`config.mk`:
```
export PLATFORM = sky130hd
export DESIGN_NAME = sd_host_top
export DESIGN_NICKNAME = d
export VERILOG_FILES = /design/src/sd_pkg.sv /design/src/sd_crc7.sv /design/src/sd_cmd_engine.sv /design/src/sd_dat_deserializer.sv /design/src/sd_dat_lane_crc.sv /design/src/sd_dat_collector.sv /design/src/sd_host_top.sv
export VERILOG_INCLUDE_DIRS = /design/src
export SDC_FILE = /design/constraint.sdc
export NUM_CORES = 1
export LEC_CHECK = 0
export ABC_AREA = 0
export BUFFER_PORTS_ARGS = -buffer_cell sky130_fd_sc_hd__buf_4
export CAP_MARGIN = 10
export CELL_PAD_IN_SITES_DETAIL_PLACEMENT = 1
export CELL_PAD_IN_SITES_GLOBAL_PLACEMENT = 2
export CORE_ASPECT_RATIO = 0.9
export CORE_MARGIN = 8
export CORE_UTILIZATION = 44
export CTS_BUF_LIST = sky130_fd_sc_hd__clkbuf_2 sky130_fd_sc_hd__clkbuf_4 sky130_fd_sc_hd__clkbuf_8
export CTS_CLUSTER_SIZE = 20
export DETAILED_ROUTE_END_ITERATION = 10
export GPL_TIMING_DRIVEN = 0
export HOLD_SLACK_MARGIN = 0.1
export PLACE_DENSITY_LB_ADDON = 0.1
export SYNTH_ARGS = -nofsm -noshare
export SYNTH_HDL_FRONTEND = slang
export SYNTH_SLANG_ARGS = --single-unit
```
`constraint.sdc`:
```
create_clock -name clk_fast -period 3.6 [get_ports clk_fast]
set_clock_uncertainty 0.1 [all_clocks]
set_input_delay 0.72 -clock clk_fast [delete_from_list [all_inputs] [get_ports clk_fast]]
set_output_delay 0.72 -clock clk_fast [all_outputs]
set_load 0.03 [all_outputs]
```
`src/sd_defs.svh`:
```
`ifndef SD_DEFS_SVH
`define SD_DEFS_SVH

// ====================
// Frame sizes
// ====================
`define SD_CMD_BITS 48
`define SD_RESP_BITS 48

// Four-bit data bus
`define SD_DAT_LANES 4
`define SD_DAT_BLOCK_NIBBLES 128

// ====================
// CRC polynomials, top term implied
// ====================
`define SD_CRC7_POLY 7'h09
`define SD_CRC16_BITS 16
`define SD_CRC16_POLY 16'h1021

// CMD input reads high this long after the host lets go of the line
`define SD_TURNAROUND_CYCLES 2

`endif

```
`src/sd_pkg.sv`:
```
`default_nettype none

`include "sd_defs.svh"

package sd_pkg;

    // ====================
    // Field types
    // ====================
    typedef logic [5:0] sd_cmd_index_t;
    typedef logic [31:0] sd_arg_t;
    typedef logic [6:0] sd_crc7_t;
    typedef logic [`SD_CRC16_BITS-1:0] sd_crc16_t;
    typedef logic [`SD_CMD_BITS-1:0] sd_frame_t;
    typedef logic [`SD_DAT_LANES-1:0] sd_nibble_t;
    typedef logic [`SD_DAT_LANES-1:0] sd_lane_mask_t;

    typedef enum logic {
        SD_RESP_NONE,
        SD_RESP_48
    } sd_resp_type_e;

    // ====================
    // Bundles
    // ====================
    // Head of the command frame plus what to expect back
    typedef struct packed {
        sd_cmd_index_t index;
        sd_arg_t arg;
        sd_resp_type_e resp_type;
        logic dat_in;
    } sd_cmd_req_t;

    typedef struct packed {
        sd_frame_t frame;
        logic crc_err;
        logic end_err;
    } sd_resp_t;

    // Block phase strobes, one of them high in every cycle
    typedef struct packed {
        logic clear;
        logic payload;
        logic crc_cmp;
        logic end_cmp;
    } sd_dat_phase_t;

    typedef struct packed {
        sd_lane_mask_t lane_err;
        logic end_err;
    } sd_dat_result_t;

    // ====================
    // State machines
    // ====================
    typedef enum logic [2:0] {
        CMD_IDLE,
        CMD_LOAD,
        CMD_HEAD,
        CMD_CRC,
        CMD_END
    } cmd_state_e;

    typedef enum logic [1:0] {
        RESP_IDLE,
        RESP_WAIT,
        RESP_CAPTURE
    } resp_state_e;

    typedef enum logic [2:0] {
        DAT_IDLE,
        DAT_WAIT,
        DAT_PAYLOAD,
        DAT_CRC,
        DAT_END
    } dat_state_e;

endpackage

`default_nettype wire

```
`src/sd_crc7.sv`:
```
`default_nettype none

`include "sd_defs.svh"

// Serial CRC7, MSB of the frame first
module sd_crc7 (
    input wire logic clk_fast,
    input wire logic arst_n,
    input wire logic clear,
    input wire logic enable,
    input wire logic din,
    output sd_pkg::sd_crc7_t crc
);

    logic feedback;

    // Feeding crc[6] back as din gives zero feedback,
    // so the register then simply shifts its CRC out
    assign feedback = din ^ crc[6];

    always_ff @(posedge clk_fast or negedge arst_n) begin
        if (!arst_n) begin
            crc <= '0;
        end else if (clear) begin
            crc <= '0;
        end else if (enable) begin
            crc <= (crc << 1) ^ ({7{feedback}} & `SD_CRC7_POLY);
        end
    end

endmodule

`default_nettype wire

```
`src/sd_cmd_engine.sv`:
```
`default_nettype none

`include "sd_defs.svh"

module sd_cmd_engine (
    input wire logic clk_fast,
    input wire logic arst_n,
    input wire logic cmd_start,
    input wire sd_pkg::sd_cmd_req_t cmd_req,
    output logic cmd_done,
    output logic resp_done,
    output sd_pkg::sd_resp_t resp,
    output logic dat_arm,
    output logic sd_cmd_out,
    output logic sd_cmd_oe,
    input wire logic sd_cmd_in
);

    // Start, transmission bit, index and argument
    localparam int HEAD_BITS = `SD_CMD_BITS - 8;
    // CRC7 and end bit at the tail of a frame
    localparam int TAIL_BITS = 8;
    localparam int CNT_W = $clog2(`SD_CMD_BITS);
    localparam int TA = `SD_TURNAROUND_CYCLES;

    sd_pkg::cmd_state_e cmd_state;
    logic [CNT_W-1:0] cmd_cnt;
    logic [HEAD_BITS-1:0] cmd_sr;
    sd_pkg::sd_crc7_t cmd_crc;
    logic cmd_finish;

    sd_pkg::resp_state_e resp_state;
    logic [CNT_W-1:0] resp_cnt;
    sd_pkg::sd_frame_t resp_sr;
    sd_pkg::sd_crc7_t resp_crc;
    logic resp_crc_en;
    logic [TA-1:0] turn_sr;
    logic cmd_in_q;

    // ====================
    // Command out
    // ====================
    assign cmd_finish = (cmd_state == sd_pkg::CMD_END);

    always_ff @(posedge clk_fast or negedge arst_n) begin
        if (!arst_n) begin
            cmd_state <= sd_pkg::CMD_IDLE;
            cmd_cnt <= '0;
            cmd_done <= 1'b0;
            dat_arm <= 1'b0;
        end else begin
            cmd_done <= 1'b0;
            dat_arm <= 1'b0;
            cmd_cnt <= cmd_cnt - 1'b1;
            case (cmd_state)
                sd_pkg::CMD_LOAD: begin
                    cmd_cnt <= CNT_W'(HEAD_BITS - 1);
                    cmd_state <= sd_pkg::CMD_HEAD;
                end
                sd_pkg::CMD_HEAD: begin
                    if (cmd_cnt == '0) begin
                        cmd_cnt <= CNT_W'(6);
                        cmd_state <= sd_pkg::CMD_CRC;
                    end
                end
                sd_pkg::CMD_CRC: begin
                    if (cmd_cnt == '0) begin
                        cmd_state <= sd_pkg::CMD_END;
                    end
                end
                sd_pkg::CMD_END: begin
                    cmd_done <= 1'b1;
                    dat_arm <= cmd_req.dat_in;
                    cmd_state <= sd_pkg::CMD_IDLE;
                end
                default: begin
                    cmd_state <= sd_pkg::CMD_IDLE;
                end
            endcase
            if (cmd_start) begin
                cmd_state <= sd_pkg::CMD_LOAD;
            end
        end
    end

    always_ff @(posedge clk_fast) begin
        if (cmd_state == sd_pkg::CMD_LOAD) begin
            cmd_sr <= {2'b01, cmd_req.index, cmd_req.arg};
        end else if (cmd_state == sd_pkg::CMD_HEAD) begin
            cmd_sr <= cmd_sr << 1;
        end
    end

    assign sd_cmd_oe = cmd_state inside {sd_pkg::CMD_HEAD, sd_pkg::CMD_CRC, sd_pkg::CMD_END};

    always_comb begin
        case (cmd_state)
            sd_pkg::CMD_HEAD: sd_cmd_out = cmd_sr[HEAD_BITS-1];
            sd_pkg::CMD_CRC: sd_cmd_out = cmd_crc[6];
            default: sd_cmd_out = 1'b1;
        endcase
    end

    // Runs over the head, then shifts the CRC onto the line
    sd_crc7 sd_crc7_cmd_i (
        .clk_fast(clk_fast),
        .arst_n(arst_n),
        .clear(cmd_state == sd_pkg::CMD_LOAD),
        .enable(cmd_state inside {sd_pkg::CMD_HEAD, sd_pkg::CMD_CRC}),
        .din(sd_cmd_out),
        .crc(cmd_crc)
    );

    // ====================
    // Response in
    // ====================
    // Line reads high while driven and for TA cycles after release
    always_ff @(posedge clk_fast or negedge arst_n) begin
        if (!arst_n) begin
            turn_sr <= '0;
            cmd_in_q <= 1'b1;
        end else begin
            turn_sr <= (turn_sr << 1) | TA'(sd_cmd_oe);
            cmd_in_q <= (sd_cmd_oe || (|turn_sr)) ? 1'b1 : sd_cmd_in;
        end
    end

    always_ff @(posedge clk_fast or negedge arst_n) begin
        if (!arst_n) begin
            resp_state <= sd_pkg::RESP_IDLE;
            resp_cnt <= '0;
            resp_done <= 1'b0;
        end else begin
            resp_done <= 1'b0;
            case (resp_state)
                sd_pkg::RESP_WAIT: begin
                    resp_cnt <= CNT_W'(`SD_RESP_BITS - 1);
                    if (!cmd_in_q) begin
                        resp_state <= sd_pkg::RESP_CAPTURE;
                    end
                end
                sd_pkg::RESP_CAPTURE: begin
                    resp_cnt <= resp_cnt - 1'b1;
                    if (resp_cnt == '0) begin
                        resp_done <= 1'b1;
                        resp_state <= sd_pkg::RESP_IDLE;
                    end
                end
                default: begin
                    resp_state <= sd_pkg::RESP_IDLE;
                end
            endcase
            if (cmd_finish && cmd_req.resp_type == sd_pkg::SD_RESP_48) begin
                resp_state <= sd_pkg::RESP_WAIT;
            end
            if (cmd_start) begin
                resp_state <= sd_pkg::RESP_IDLE;
            end
        end
    end

    // Start bit goes in from WAIT, then 47 more bits
    always_ff @(posedge clk_fast) begin
        if (resp_state == sd_pkg::RESP_WAIT ||
                (resp_state == sd_pkg::RESP_CAPTURE && resp_cnt != '0)) begin
            resp_sr <= {resp_sr[`SD_RESP_BITS-2:0], cmd_in_q};
        end
        if (resp_state == sd_pkg::RESP_CAPTURE && resp_cnt == '0) begin
            resp.frame <= resp_sr;
            resp.crc_err <= (resp_crc != resp_sr[7:1]);
            resp.end_err <= !resp_sr[0];
        end
    end

    // Covers bits 47..8 only
    assign resp_crc_en = (resp_state == sd_pkg::RESP_WAIT && !cmd_in_q) ||
        (resp_state == sd_pkg::RESP_CAPTURE && resp_cnt > CNT_W'(TAIL_BITS));

    sd_crc7 sd_crc7_resp_i (
        .clk_fast(clk_fast),
        .arst_n(arst_n),
        .clear(resp_state == sd_pkg::RESP_IDLE),
        .enable(resp_crc_en),
        .din(cmd_in_q),
        .crc(resp_crc)
    );

    // ====================
    // Checks
    // ====================
    a_released_in_capture: assert property (@(posedge clk_fast) disable iff (!arst_n)
        resp_state == sd_pkg::RESP_CAPTURE |-> !sd_cmd_oe);

    // New command only once the previous frame is out
    a_start_when_idle: assert property (@(posedge clk_fast) disable iff (!arst_n)
        cmd_start |-> cmd_state == sd_pkg::CMD_IDLE);

endmodule

`default_nettype wire

```
`src/sd_dat_deserializer.sv`:
```
`default_nettype none

`include "sd_defs.svh"

module sd_dat_deserializer (
    input wire logic clk_fast,
    input wire logic arst_n,
    input wire logic dat_arm,
    input wire logic abort,
    input wire sd_pkg::sd_nibble_t sd_dat_in,
    output sd_pkg::sd_dat_phase_t phase,
    output sd_pkg::sd_nibble_t lane_bits,
    output logic dat_valid,
    output sd_pkg::sd_nibble_t dat_data,
    output logic dat0_idle
);

    localparam int CNT_W = $clog2(`SD_DAT_BLOCK_NIBBLES);

    sd_pkg::dat_state_e dat_state;
    logic [CNT_W-1:0] dat_cnt;
    sd_pkg::sd_nibble_t dat_in_q;

    // Idle bus is pulled high
    always_ff @(posedge clk_fast or negedge arst_n) begin
        if (!arst_n) begin
            dat_in_q <= '1;
            dat0_idle <= 1'b1;
        end else begin
            dat_in_q <= sd_dat_in;
            dat0_idle <= dat_in_q[0];
        end
    end

    // ====================
    // Block sequencing
    // ====================
    always_ff @(posedge clk_fast or negedge arst_n) begin
        if (!arst_n) begin
            dat_state <= sd_pkg::DAT_IDLE;
            dat_cnt <= '0;
        end else begin
            dat_cnt <= dat_cnt - 1'b1;
            case (dat_state)
                sd_pkg::DAT_WAIT: begin
                    dat_cnt <= CNT_W'(`SD_DAT_BLOCK_NIBBLES - 1);
                    // Start bit on all four lanes together
                    if (dat_in_q == '0) begin
                        dat_state <= sd_pkg::DAT_PAYLOAD;
                    end
                end
                sd_pkg::DAT_PAYLOAD: begin
                    if (dat_cnt == '0) begin
                        dat_cnt <= CNT_W'(`SD_CRC16_BITS - 1);
                        dat_state <= sd_pkg::DAT_CRC;
                    end
                end
                sd_pkg::DAT_CRC: begin
                    if (dat_cnt == '0) begin
                        dat_state <= sd_pkg::DAT_END;
                    end
                end
                default: begin
                    dat_state <= sd_pkg::DAT_IDLE;
                end
            endcase
            if (dat_arm) begin
                dat_state <= sd_pkg::DAT_WAIT;
            end
            if (abort) begin
                dat_state <= sd_pkg::DAT_IDLE;
            end
        end
    end

    // Clear holds the lane checkers while nothing is in flight
    always_comb begin
        phase.clear = dat_state inside {sd_pkg::DAT_IDLE, sd_pkg::DAT_WAIT};
        phase.payload = (dat_state == sd_pkg::DAT_PAYLOAD);
        phase.crc_cmp = (dat_state == sd_pkg::DAT_CRC);
        phase.end_cmp = (dat_state == sd_pkg::DAT_END);
    end

    assign lane_bits = dat_in_q;
    assign dat_valid = phase.payload;
    assign dat_data = dat_in_q;

    // A new block is only armed once the previous one is finished or aborted
    a_arm_when_idle: assert property (@(posedge clk_fast) disable iff (!arst_n)
        dat_arm |-> dat_state == sd_pkg::DAT_IDLE);

endmodule

`default_nettype wire

```
`src/sd_dat_lane_crc.sv`:
```
`default_nettype none

`include "sd_defs.svh"

// CRC16 of one DAT lane, checked against the card's CRC bit by bit
module sd_dat_lane_crc (
    input wire logic clk_fast,
    input wire logic arst_n,
    input wire sd_pkg::sd_dat_phase_t phase,
    input wire logic din,
    output logic crc_err
);

    sd_pkg::sd_crc16_t crc;
    logic feedback;

    assign feedback = din ^ crc[`SD_CRC16_BITS-1];

    always_ff @(posedge clk_fast or negedge arst_n) begin
        if (!arst_n) begin
            crc <= '0;
            crc_err <= 1'b0;
        end else if (phase.clear) begin
            crc <= '0;
            crc_err <= 1'b0;
        end else if (phase.payload) begin
            crc <= (crc << 1) ^ ({`SD_CRC16_BITS{feedback}} & `SD_CRC16_POLY);
        end else if (phase.crc_cmp) begin
            // Received bit against our MSB, then move to the next one
            crc <= crc << 1;
            if (feedback) begin
                crc_err <= 1'b1;
            end
        end
    end

endmodule

`default_nettype wire

```
`src/sd_dat_collector.sv`:
```
`default_nettype none

module sd_dat_collector (
    input wire logic clk_fast,
    input wire logic arst_n,
    input wire sd_pkg::sd_dat_phase_t phase,
    input wire sd_pkg::sd_nibble_t end_bits,
    input wire sd_pkg::sd_lane_mask_t lane_err,
    output logic dat_done,
    output sd_pkg::sd_dat_result_t dat_result
);

    logic end_err;

    // Every lane must close with a 1
    assign end_err = !(&end_bits);

    always_ff @(posedge clk_fast or negedge arst_n) begin
        if (!arst_n) begin
            dat_done <= 1'b0;
        end else begin
            dat_done <= phase.end_cmp;
        end
    end

    // Lane errors are final by the end-bit cycle
    always_ff @(posedge clk_fast) begin
        if (phase.end_cmp) begin
            dat_result.lane_err <= lane_err;
            dat_result.end_err <= end_err;
        end
    end

    // ====================
    // Checks
    // ====================
    a_end_after_crc: assert property (@(posedge clk_fast) disable iff (!arst_n)
        phase.end_cmp |-> $past(phase.crc_cmp));

    // Lane checkers enter a block with no stale error
    a_clean_start: assert property (@(posedge clk_fast) disable iff (!arst_n)
        $rose(phase.payload) |-> lane_err == '0);

endmodule

`default_nettype wire

```
`src/sd_host_top.sv`:
```
`default_nettype none

`include "sd_defs.svh"

module sd_host_top (
    input wire logic clk_fast,
    input wire logic arst_n,
    input wire logic cmd_start,
    input wire sd_pkg::sd_cmd_req_t cmd_req,
    output logic cmd_done,
    output logic resp_done,
    output sd_pkg::sd_resp_t resp,
    output logic dat_valid,
    output sd_pkg::sd_nibble_t dat_data,
    output logic dat_done,
    output sd_pkg::sd_dat_result_t dat_result,
    output logic dat0_idle,
    output logic sd_cmd_out,
    output logic sd_cmd_oe,
    input wire logic sd_cmd_in,
    input wire sd_pkg::sd_nibble_t sd_dat_in
);

    logic dat_arm;
    sd_pkg::sd_dat_phase_t phase;
    sd_pkg::sd_nibble_t lane_bits;
    sd_pkg::sd_lane_mask_t lane_err;

    sd_cmd_engine sd_cmd_engine_i (
        .clk_fast(clk_fast),
        .arst_n(arst_n),
        .cmd_start(cmd_start),
        .cmd_req(cmd_req),
        .cmd_done(cmd_done),
        .resp_done(resp_done),
        .resp(resp),
        .dat_arm(dat_arm),
        .sd_cmd_out(sd_cmd_out),
        .sd_cmd_oe(sd_cmd_oe),
        .sd_cmd_in(sd_cmd_in)
    );

    // A new command cancels any armed block
    sd_dat_deserializer sd_dat_deserializer_i (
        .clk_fast(clk_fast),
        .arst_n(arst_n),
        .dat_arm(dat_arm),
        .abort(cmd_start),
        .sd_dat_in(sd_dat_in),
        .phase(phase),
        .lane_bits(lane_bits),
        .dat_valid(dat_valid),
        .dat_data(dat_data),
        .dat0_idle(dat0_idle)
    );

    for (genvar i = 0; i < `SD_DAT_LANES; i++) begin : g_lane
        sd_dat_lane_crc sd_dat_lane_crc_i (
            .clk_fast(clk_fast),
            .arst_n(arst_n),
            .phase(phase),
            .din(lane_bits[i]),
            .crc_err(lane_err[i])
        );
    end

    sd_dat_collector sd_dat_collector_i (
        .clk_fast(clk_fast),
        .arst_n(arst_n),
        .phase(phase),
        .end_bits(lane_bits),
        .lane_err(lane_err),
        .dat_done(dat_done),
        .dat_result(dat_result)
    );

endmodule

`default_nettype wire

```
* After elaboration in Yosys (flattened, before gate mapping) *
Index checks and enable logic that the tools add are counted.

storage, ports and cells
  input bits = 48
  output and inout port bits = 66
  bits in registers = 264

operators by class
  eq/ne operators = 19
  reductions and logical operators = 40
  add/subtract/negate cells = 3
  order comparisons = 1
  bitwise logic cells = 13
  muxes and demuxes = 60

operator list
  kind                                                count
  two-way mux 16 bit                                  12
  two-way mux 38 bit                                  2
  bitwise XOR 16 x 13 -> 16 bit                       4
  two-way mux 7 bit                                   5
  two-way mux 3 bit                                   8
  one-hot mux 6 bit (2 select lines)                  2
  nonzero test 2 bit                                  11
  two-way mux 1 bit                                   21
  one-hot mux 3 bit (3 select lines)                  2
  AND reduction 3 bit                                 5
  one-hot mux 7 bit (2 select lines)                  1
  bitwise XOR 7 x 4 -> 7 bit                          2
  == test 3 x 2 -> 1 bit, second input constant       4
  zero test 6 bit                                     2
  subtractor 6 x 1 -> 6 bit, second input constant    2
  two-way mux 2 bit                                   4
  != test 4 x 2 -> 1 bit, second input constant       2
  != test 4 bit, second input constant                2
  zero test 7 bit                                     1
  != test 7 bit                                       1
  subtractor 7 x 1 -> 7 bit, second input constant    1
  == test 3 x 1 -> 1 bit, second input constant       2
  == test 3 bit, second input constant                2
  > comparator 6 x 4 -> 1 bit, second input constant  1
  21 further kinds                                    37

* Logic depth before layout (Yosys ltp) *
Gate-level depths: netlist of run 1.

  depth in word-level cells = 6
  mapped depth = 7
  depth with buffers taken out = 6

* Cells and area by module *
From an unflattened synthesis of run 1, not the netlist that was laid out.

unflattened totals
  cell total of the unflattened synthesis = 745
  area total of the unflattened synthesis = 10293.6 um^2

modules (own cells, without submodules)
  module               cells an instance  times used  sequential area each (um^2)  area an instance (um^2)
  sd_cmd_engine        316                1           4700.8                       5866.9
  sd_dat_lane_crc      74                 4           425.4                        721.9
  sd_dat_deserializer  70                 1           381.6                        742.0
  sd_crc7              28                 2           175.2                        307.8
  sd_dat_collector     7                  1           175.2                        181.4

* Worst setup path after synthesis of run 1 *
OpenSTA, ideal clock, no wires.

  path type = reg-to-reg
  start point = register sd_cmd_engine_i.cmd_state[0]
  end point = register sd_cmd_engine_i.cmd_sr[0], enable pin
  path buffers = 2
  arrival = 2.446 ns
  setup time = 0.433 ns
  slack = 0.621 ns
  clock period less this slack = 2.979 ns
  stages on the path, launching flop included = 5
  cell sequence = dfrtp_1 buf_2 clkbuf_1 xnor2_1 nor2_1

between the ends
  longest elaborated chain between the ends = 2
  elaborated cells between the ends (all ways) = 3

RTL lines
  element                                                                  RTL line                                  RTL
  from (decl)                                                              sd_cmd_engine.sv:26                       sd_pkg::cmd_state_e cmd_state;
  from (signal assigned)                                                   sd_cmd_engine.sv:47                       cmd_state <= sd_pkg::CMD_IDLE;
  from (signal assigned)                                                   sd_cmd_engine.sv:58                       cmd_state <= sd_pkg::CMD_HEAD;
  from (signal assigned)                                                   sd_cmd_engine.sv:63                       cmd_state <= sd_pkg::CMD_CRC;
  == test 3 x 1 -> 1 bit / == test 3 x 2 -> 1 bit (equally long branches)  sd_cmd_engine.sv:87, sd_cmd_engine.sv:89
  nonzero test 2 bit (no line) (*)                                         --
  to (signal assigned)                                                     sd_cmd_engine.sv:88                       cmd_sr <= {2'b01, cmd_req.index, cmd_req.arg};
  to (signal assigned)                                                     sd_cmd_engine.sv:90                       cmd_sr <= cmd_sr << 1;
  to (decl)                                                                sd_cmd_engine.sv:28                       logic [HEAD_BITS-1:0] cmd_sr;

Every way passes the cells marked *; elsewhere a longest branch is shown, timed or not.
A chain may end at the register's enable or synchronous reset.

* Worst setup path after layout of run 1 *
  start point = register sd_cmd_engine_i.cmd_state[1]
  end point = output sd_cmd_oe

between the ends
  longest elaborated chain between the ends = 2
  elaborated cells between the ends (all ways) = 4

RTL lines
  element                                                         RTL line             RTL
  == test 3 x 2 -> 1 bit / == test 3 bit (equally long branches)  sd_cmd_engine.sv:94  assign sd_cmd_oe = cmd_state inside {sd_pkg::CMD_HEAD, sd_pkg::CMD_CRC, sd_pkg::CMD_END};
  nonzero test 3 bit (*)                                          sd_cmd_engine.sv:94
  to (decl)                                                       sd_host_top.sv:19    output logic sd_cmd_oe,

Marked as above.

==> run_results.csv, run 1 <==
group,metric,value,unit
drt,antenna_left,0,
critical_path,crit_type,"flip-flop to primary output",
global_route,grt_overflow,0,
sta,hold-worst-slack,0.196,ns
floorplan,std_cell_rows,52,
clock_tree,htree_num_levels,2,
synth,yosysWarnings,0,
synth,seq_area_frac_synth,74.5,%
run,maxCapViolCount,0,
placement,hpwl,13.5,mm
clock_tree,clk_pin_slew_worst_paths,0.06,ns
worst_hold_path,min_path_type,"input port to flip-flop",
clock_tree,cts_root_buffer,"clkbuf_8",
floorplan,io_pins,114,
layout,nets,831,
clock_tree,clock_latency,0.56,ns
critical_path,crit_fanout,10,
sta,fin_crit,2.95,ns
clock_tree,cts_buffer_depth,3,
critical_path,crit_path_end_kind,"primary output",
synth,netlist_area,9810,sq um
pwr,finalPower,6.55,mW
drt,wirelength,20.1,mm
drt,post_drt_wl_per_cell,18.2,microns
drt,routed-wl-met3,925,microns
drt,drc,0,
sta,finalHoldViolCount,0,
sta,worst_pin_slew,0.764,ns
drt,routed.top_layer,"met4",
floorplan,die_height,158,microns
drt,drtPass1Iterations,4,
placement,numPlacedInstances,1026,
synth,ys_ff_latch,264,
clock_tree,cts_made_buffers,43,
global_route,grt_usage,15.0,%
outcome,status,"complete, no violations",
sta,rsz0062_at_grt,"false",
floorplan,die_width,173,microns
layout,num_antenna_cells,0,
layout,syn2layout_area_growth,22.6,%
pwr,p_leak,4.95,nW
synth,synth_edf_count,141,
placement,portBuffers,112,
floorplan,core,22200,sq um
synth,synth_cell_types,58,
critical_path,required,2.78,ns
synth,synthFlopType,"edfxtp_1",
critical_path,crit_path_start_kind,"flip-flop",
global_route,antenna_found_initial,0,
pwr,power.density,545,nW/um^2
global_route,grt_pass1_vias,6385,
sta,setup_viol,0,
sta,fin_crit_sh,81.9,%
placement,place_congestion,0.765,
synth,syn_inst,613,
pwr,ir_worst_vdd,0.000244,V
synth,syn_nets,669,
global_route,grt_pass1_wl,33.5,mm
placement,dpl-instance-area,11100,sq um
floorplan,die-area,27300,sq um
clock_tree,clock-sinks,264,
layout,postLayoutCellArea,12000,sq um
layout,final_core_util,54.2,%
synth,syn_area_per_cell,16.0,sq um
drt,drt-met1-wl,9.03,mm
layout,fin_cells,1104,
floorplan,start_util,44.2,%
drt,drt_iter0_markers,297,
clock_tree,cts_tree,"done",
clock_tree,cts_setup_buffers,0,
sta,fmax,339,MHz
synth,async_flop_share,45.8,%
global_route,grt_max_degree,67,
drt,vias,5641,
sta,drv_slew,0,
critical_path,crit_arrival,2.13,ns
drt,wl_met2,9.80,mm
drt,via_per_inst,5.11,
sta,maxSlewHeadroom,48.9,%
layout,layout-drive-gt1-share,30.1,%
[cell families (layout without fill, tap and decap cells)]
| group | after synthesis | in the layout | share of synthesized area [%] |
|---|---|---|---|
| buffers and inverters | 47 | 241 | 2.05 |
| and+or+nand+nor | 114 | 114 | 6.28 |
| xor gates and xnor gates | 26 | 26 | 2.32 |
| adders and majority gates | 8 | 8 | 1.02 |
| DFF | 264 | 264 | 74.5 |
| muxes | 44 | 44 | 5.04 |
| AOI/OAI and AO/OA | 110 | 110 | 8.75 |
[worst paths after layout]
path | slack (ns) | cells after the start | from | endpoint
setup / recovery | 0.65 | 5 | sd_cmd_engine_i.cmd_state[1] | sd_cmd_oe
hold / removal | 0.20 | 1 | sd_dat_in[3] | sd_dat_deserializer_i.dat_data[3]
setup reg to reg | 1.17 | 4 | sd_dat_deserializer_i.dat_state[2] | sd_dat_collector_i.dat_result[0]
hold reg to reg | 0.27 | 0 | sd_cmd_engine_i.turn_sr[0] | sd_cmd_engine_i.turn_sr[1]
max in group asynchronous | 2.01 | 3 | arst_n | sd_cmd_engine_i.cmd_in_q
min in group asynchronous | 0.62 | 2 | arst_n | g_lane[0].sd_dat_lane_crc_i.crc_err
[per-layer routing]
metal	track usage, %	vias up
met1	19.4	2894
met3	3.93	33
met4	4.84	0
met5	0	-
li1	-	2602
met2	24.7	112
[state kept, by name (all words and copies together) (netlist names), 2 cells and up]
register,cells
sd_cmd_engine_i.turn_sr,2
sd_cmd_engine_i.resp,50
sd_cmd_engine_i.cmd_cnt,6
g_lane.sd_dat_lane_crc_i.crc,64
sd_cmd_engine_i.cmd_state,3
sd_dat_deserializer_i.dat_cnt,7
sd_cmd_engine_i.resp_state,2
sd_dat_collector_i.dat_result,5
sd_dat_deserializer_i.dat_state,3
sd_cmd_engine_i.cmd_sr,40
g_lane.sd_dat_lane_crc_i.crc_err,4
sd_cmd_engine_i.sd_crc7_cmd_i.crc,7
sd_dat_deserializer_i.dat_data,4
sd_cmd_engine_i.resp_sr,48
sd_cmd_engine_i.sd_crc7_resp_i.crc,7
sd_cmd_engine_i.resp_cnt,6
[final cells by class]
| class | instances | area, sq um |
|---|---|---|
| fill | 2147 | 10200 |
| timing repair buffer | 117 | 942 |
| sequential | 264 | 7310 |
| clock inverter | 10 | 75.1 |
| clock buffer | 67 | 822 |
| multi-input combinational | 302 | 2300 |
| inverter | 17 | 63.8 |
| tap | 297 | 372 |
| buffer | 30 | 138 |
[critical path, cell delays in order, from the launching register on]
cell,delay (ns)
dfrtp_1,0.31
buf_2,0.19
inv_2,0.08
nor2_1,0.59
or2_1,0.24
buf_4,0.18
[synth_stat cells, types with 7 or more instances]
library cell | instances | area, sq um
edfxtp_1 | 141 | 4230
dfrtp_1 | 115 | 2880
a22o_1 | 57 | 499
nor2_1 | 31 | 116
nand2_1 | 27 | 101
mux2_2 | 23 | 259
mux2_1 | 20 | 225
a21oi_1 | 18 | 90.1
clkbuf_1 | 18 | 67.6
inv_1 | 15 | 56.3
xor2_1 | 14 | 123
xnor2_1 | 12 | 105
a221o_1 | 8 | 80.1
buf_2 | 8 | 40.0
ha_1 | 8 | 100
nand2b_1 | 7 | 43.8
[per-stage QoR]
stage          setup WS [ns]  setup TNS (ns)
2_1_floorplan          0.621               0
3_3_place_gp          -0.232           -8.78
3_5_place_dp            1.17               0
4_1_cts                0.574               0
5_1_grt                0.480               0
6_report               0.650               0
[placed cells by master (no fill, tap or decap), types with 3 or more instances in the layout]
master and instances:
nor2_1 30, dfstp_2 6, buf_2 8, edfxtp_1 141
mux2_2 23, buf_4 115, xnor2_1 12, a22o_1 57
clkbuf_4 16, mux2_1 20, a21oi_1 18, clkinv_2 4
nor3_1 5, buf_12 3, a221o_1 8, and2_1 5
o211ai_1 3, or2_1 4, clkbuf_8 51, nor2b_1 6
o21ai_0 6, inv_1 15, nand2_1 27, dfrtp_1 115
nand2b_1 7, clkinv_1 4, ha_1 8, nor4_1 6
xor2_1 14, clkbuf_1 18, o21ai_1 3
[power by group]
part | switching [mW] | internal, mW | total, mW
logic | 0.244 | 0.209 | 0.453
clock network | 1.18 | 1.47 | 2.65
registers | 0.0969 | 3.35 | 3.45
[timing repair]
action / 4_1_cts / 5_1_grt
resized for setup: 0 / 0
hold buffers: 1 / 0
endpoints found under the hold margin: 50 / 0
Power figures use the tool's default switching activity.
==> run 2: changes to the inputs <==
- CORE_UTILIZATION: 44 -> 39
- clock period: 3.6 -> 2.7 ns (I/O delays scaled with it)
==> run_results.csv, run 2 (same netlist as run 1, synthesis figures left out) <==
group,metric,value,unit
global_route,grt_usage,13.8,%
drt,drtPass1Iterations,5,
layout,final_core_util,48.9,%
floorplan,die-area,30500,sq um
drt,vias,5630,
layout,largest_register,"g_lane.sd_dat_lane_crc_i.crc",
floorplan,start_util,39.4,%
placement,place_ws,0.219,ns
sta,fmax,394,MHz
worst_hold_path,min_path_type,"input port to flip-flop",
layout,postLayoutCellArea,12200,sq um
pwr,finalPower,8.91,mW
sta,drv_slew,0,
run,maxCapViolCount,0,
critical_path,timing.rr.end,"sd_dat_collector_i.dat_result[3]",
global_route,antenna_found_initial,0,
critical_path,crit_path_start_kind,"flip-flop",
pwr,p_leak,5.00,nW
clock_tree,clock_latency,0.56,ns
critical_path,crit_path_end_kind,"primary output",
drt,post_drt_wl_per_cell,17.8,microns
floorplan,std_cell_rows,55,
placement,place_congestion,0.727,
sta,finalHoldViolCount,0,
layout,nets,837,
drt,drt_iter0_markers,228,
critical_path,reg2reg_depth,4,
sta,setup_viol,0,
placement,numPlacedInstances,1071,
layout,mostFrequentLayoutCell,"edfxtp_1",
critical_path,critPathBufInv,3,
placement,hpwl,13.9,mm
floorplan,die_height,166,microns
clock_tree,cts_setup_buffers,0,
critical_path,r2r_slack,0.20,ns
critical_path,crit_arrival,1.90,ns
floorplan,io_pins,114,
critical_path,crit_type,"flip-flop to primary output",
sta,hold-worst-slack,0.170,ns
sta,maxSlewHeadroom,56.7,%
critical_path,rr_startpoint,"sd_dat_deserializer_i.dat_state[2]",
clock_tree,cts_tree,"done",
clock_tree,cts_root_buffer,"clkbuf_8",
drt,antenna_left,0,
sta,rsz0062_at_grt,"false",
global_route,grt_pass1_wl,34.4,mm
critical_path,crit_fanout,10,
worst_hold_path,worst_hold_startpoint,"cmd_req[1]",
critical_path,crit_family,"buffers and inverters",
clock_tree,cts_made_buffers,44,
sta,worst_pin_slew,0.650,ns
floorplan,core,24900,sq um
layout,layout-drive-gt1-share,30.1,%
critical_path,cp_slowest_cell,"clkbuf_1",
global_route,grt_max_degree,68,
pwr,power.density,731,nW/um^2
sta,fin_crit_sh,94.0,%
drt,via_per_inst,4.86,
pwr,ir_worst_vdd,0.000340,V
sta,tns,0,ns
placement,dpl-instance-area,11200,sq um
floorplan,die_width,183,microns
worst_hold_path,hold_depth,3,
clock_tree,cts_buffer_depth,3,
clock_tree,clk_pin_slew_worst_paths,0.05,ns
critical_path,cpPeakStageDelay,0.42,ns
outcome,status,"complete, no violations",
clock_tree,clock-sinks,264,
layout,reg_top3,"g_lane.sd_dat_lane_crc_i.crc (64), sd_cmd_engine_i.resp (50), sd_cmd_engine_i.resp_sr (48)",
drt,drc,0,
layout,largest_register_ffs,64,
drt,wirelength,20.6,mm
global_route,grt_pass1_vias,6335,
clock_tree,htree_num_levels,2,
critical_path,crit_chain,"buf_2 > clkbuf_1 > nand2_1 > o211ai_1 > buf_4",
sta,post-route-worst-setup-slack,0.161,ns
layout,fin_cells,1159,
placement,portBuffers,112,
critical_path,required,2.06,ns
layout,syn2layout_area_growth,24.3,%
layout,final_cell_mix,"edfxtp_1 (141), buf_4 (115), dfrtp_1 (115)",
worst_hold_path,hold_end,"sd_cmd_engine_i.resp_state[0]",
global_route,grt_overflow,0,
layout,num_antenna_cells,0,
sta,fin_crit,2.54,ns
[run 2: changes by cell type in the layout (fill, tap and decap cells not counted), sizes merged]
cell,change
inv,+1
clkbuf,-1
clkinv,+3
dlygate4sd3,+5
bufinv,+2
[run 2: cell type report]
cell class                      count  area (sq um)
Tap cell                          342           428
Sequential cell                   264          7310
Clock buffer                       66           796
Clock inverter                     16           146
Multi-Input combinational cell    302          2310
Inverter                           17          63.8
Buffer                             30           138
Fill cell                        2496         12700
Timing Repair Buffer              122          1000
[run 2: worst max path at each step]
stage,startpoint,end,slack (ns),cells past startpoint
6_report,sd_cmd_engine_i.cmd_state[0],sd_cmd_out,0.16,5
3_3_place_gp,sd_cmd_engine_i.resp_state[0],sd_cmd_engine_i.resp_state[1],-0.48,6
5_1_grt,sd_dat_deserializer_i.dat_state[2],sd_dat_collector_i.dat_result[3],0.008,4
4_1_cts,sd_cmd_engine_i.cmd_state[1],sd_cmd_out,0.09,5
3_5_place_dp,sd_dat_deserializer_i.dat_state[2],sd_dat_collector_i.dat_result[4],0.22,4
2_1_floorplan,sd_cmd_engine_i.resp_state[0],sd_cmd_engine_i.resp_state[1],0.15,6
[run 2: worst reg2reg max path, cell delays in order (launching register included)]
cell and delay (ns):
dfrtp_1 0.32, clkbuf_1 0.32, clkbuf_1 0.47, clkbuf_1 0.55, and2_1 0.42
[run 2: layer usage]
| metal | routed length (microns) | vias to the layer above | track usage, % |
|---|---|---|---|
| li1 | - | 2617 | - |
| met1 | 9260 | 2841 | 18.2 |
| met2 | 9810 | 139 | 22.0 |
| met3 | 1190 | 33 | 3.59 |
| met4 | 369 | 0 | 4.45 |
| met5 | 0 | - | 0 |
[run 2: what timing repair did]
item / CTS / global route
endpoints found under the hold margin: 67 / 0
setup endpoints to repair: 2 / 0
hold buffers: 6 / 0
gates resized for setup: 1 / 0
[run 2: power breakdown]
part	switching [mW]	internal [mW]	total, mW
registers	0.124	4.47	4.60
clock network	1.59	2.10	3.69
logic	0.330	0.288	0.618
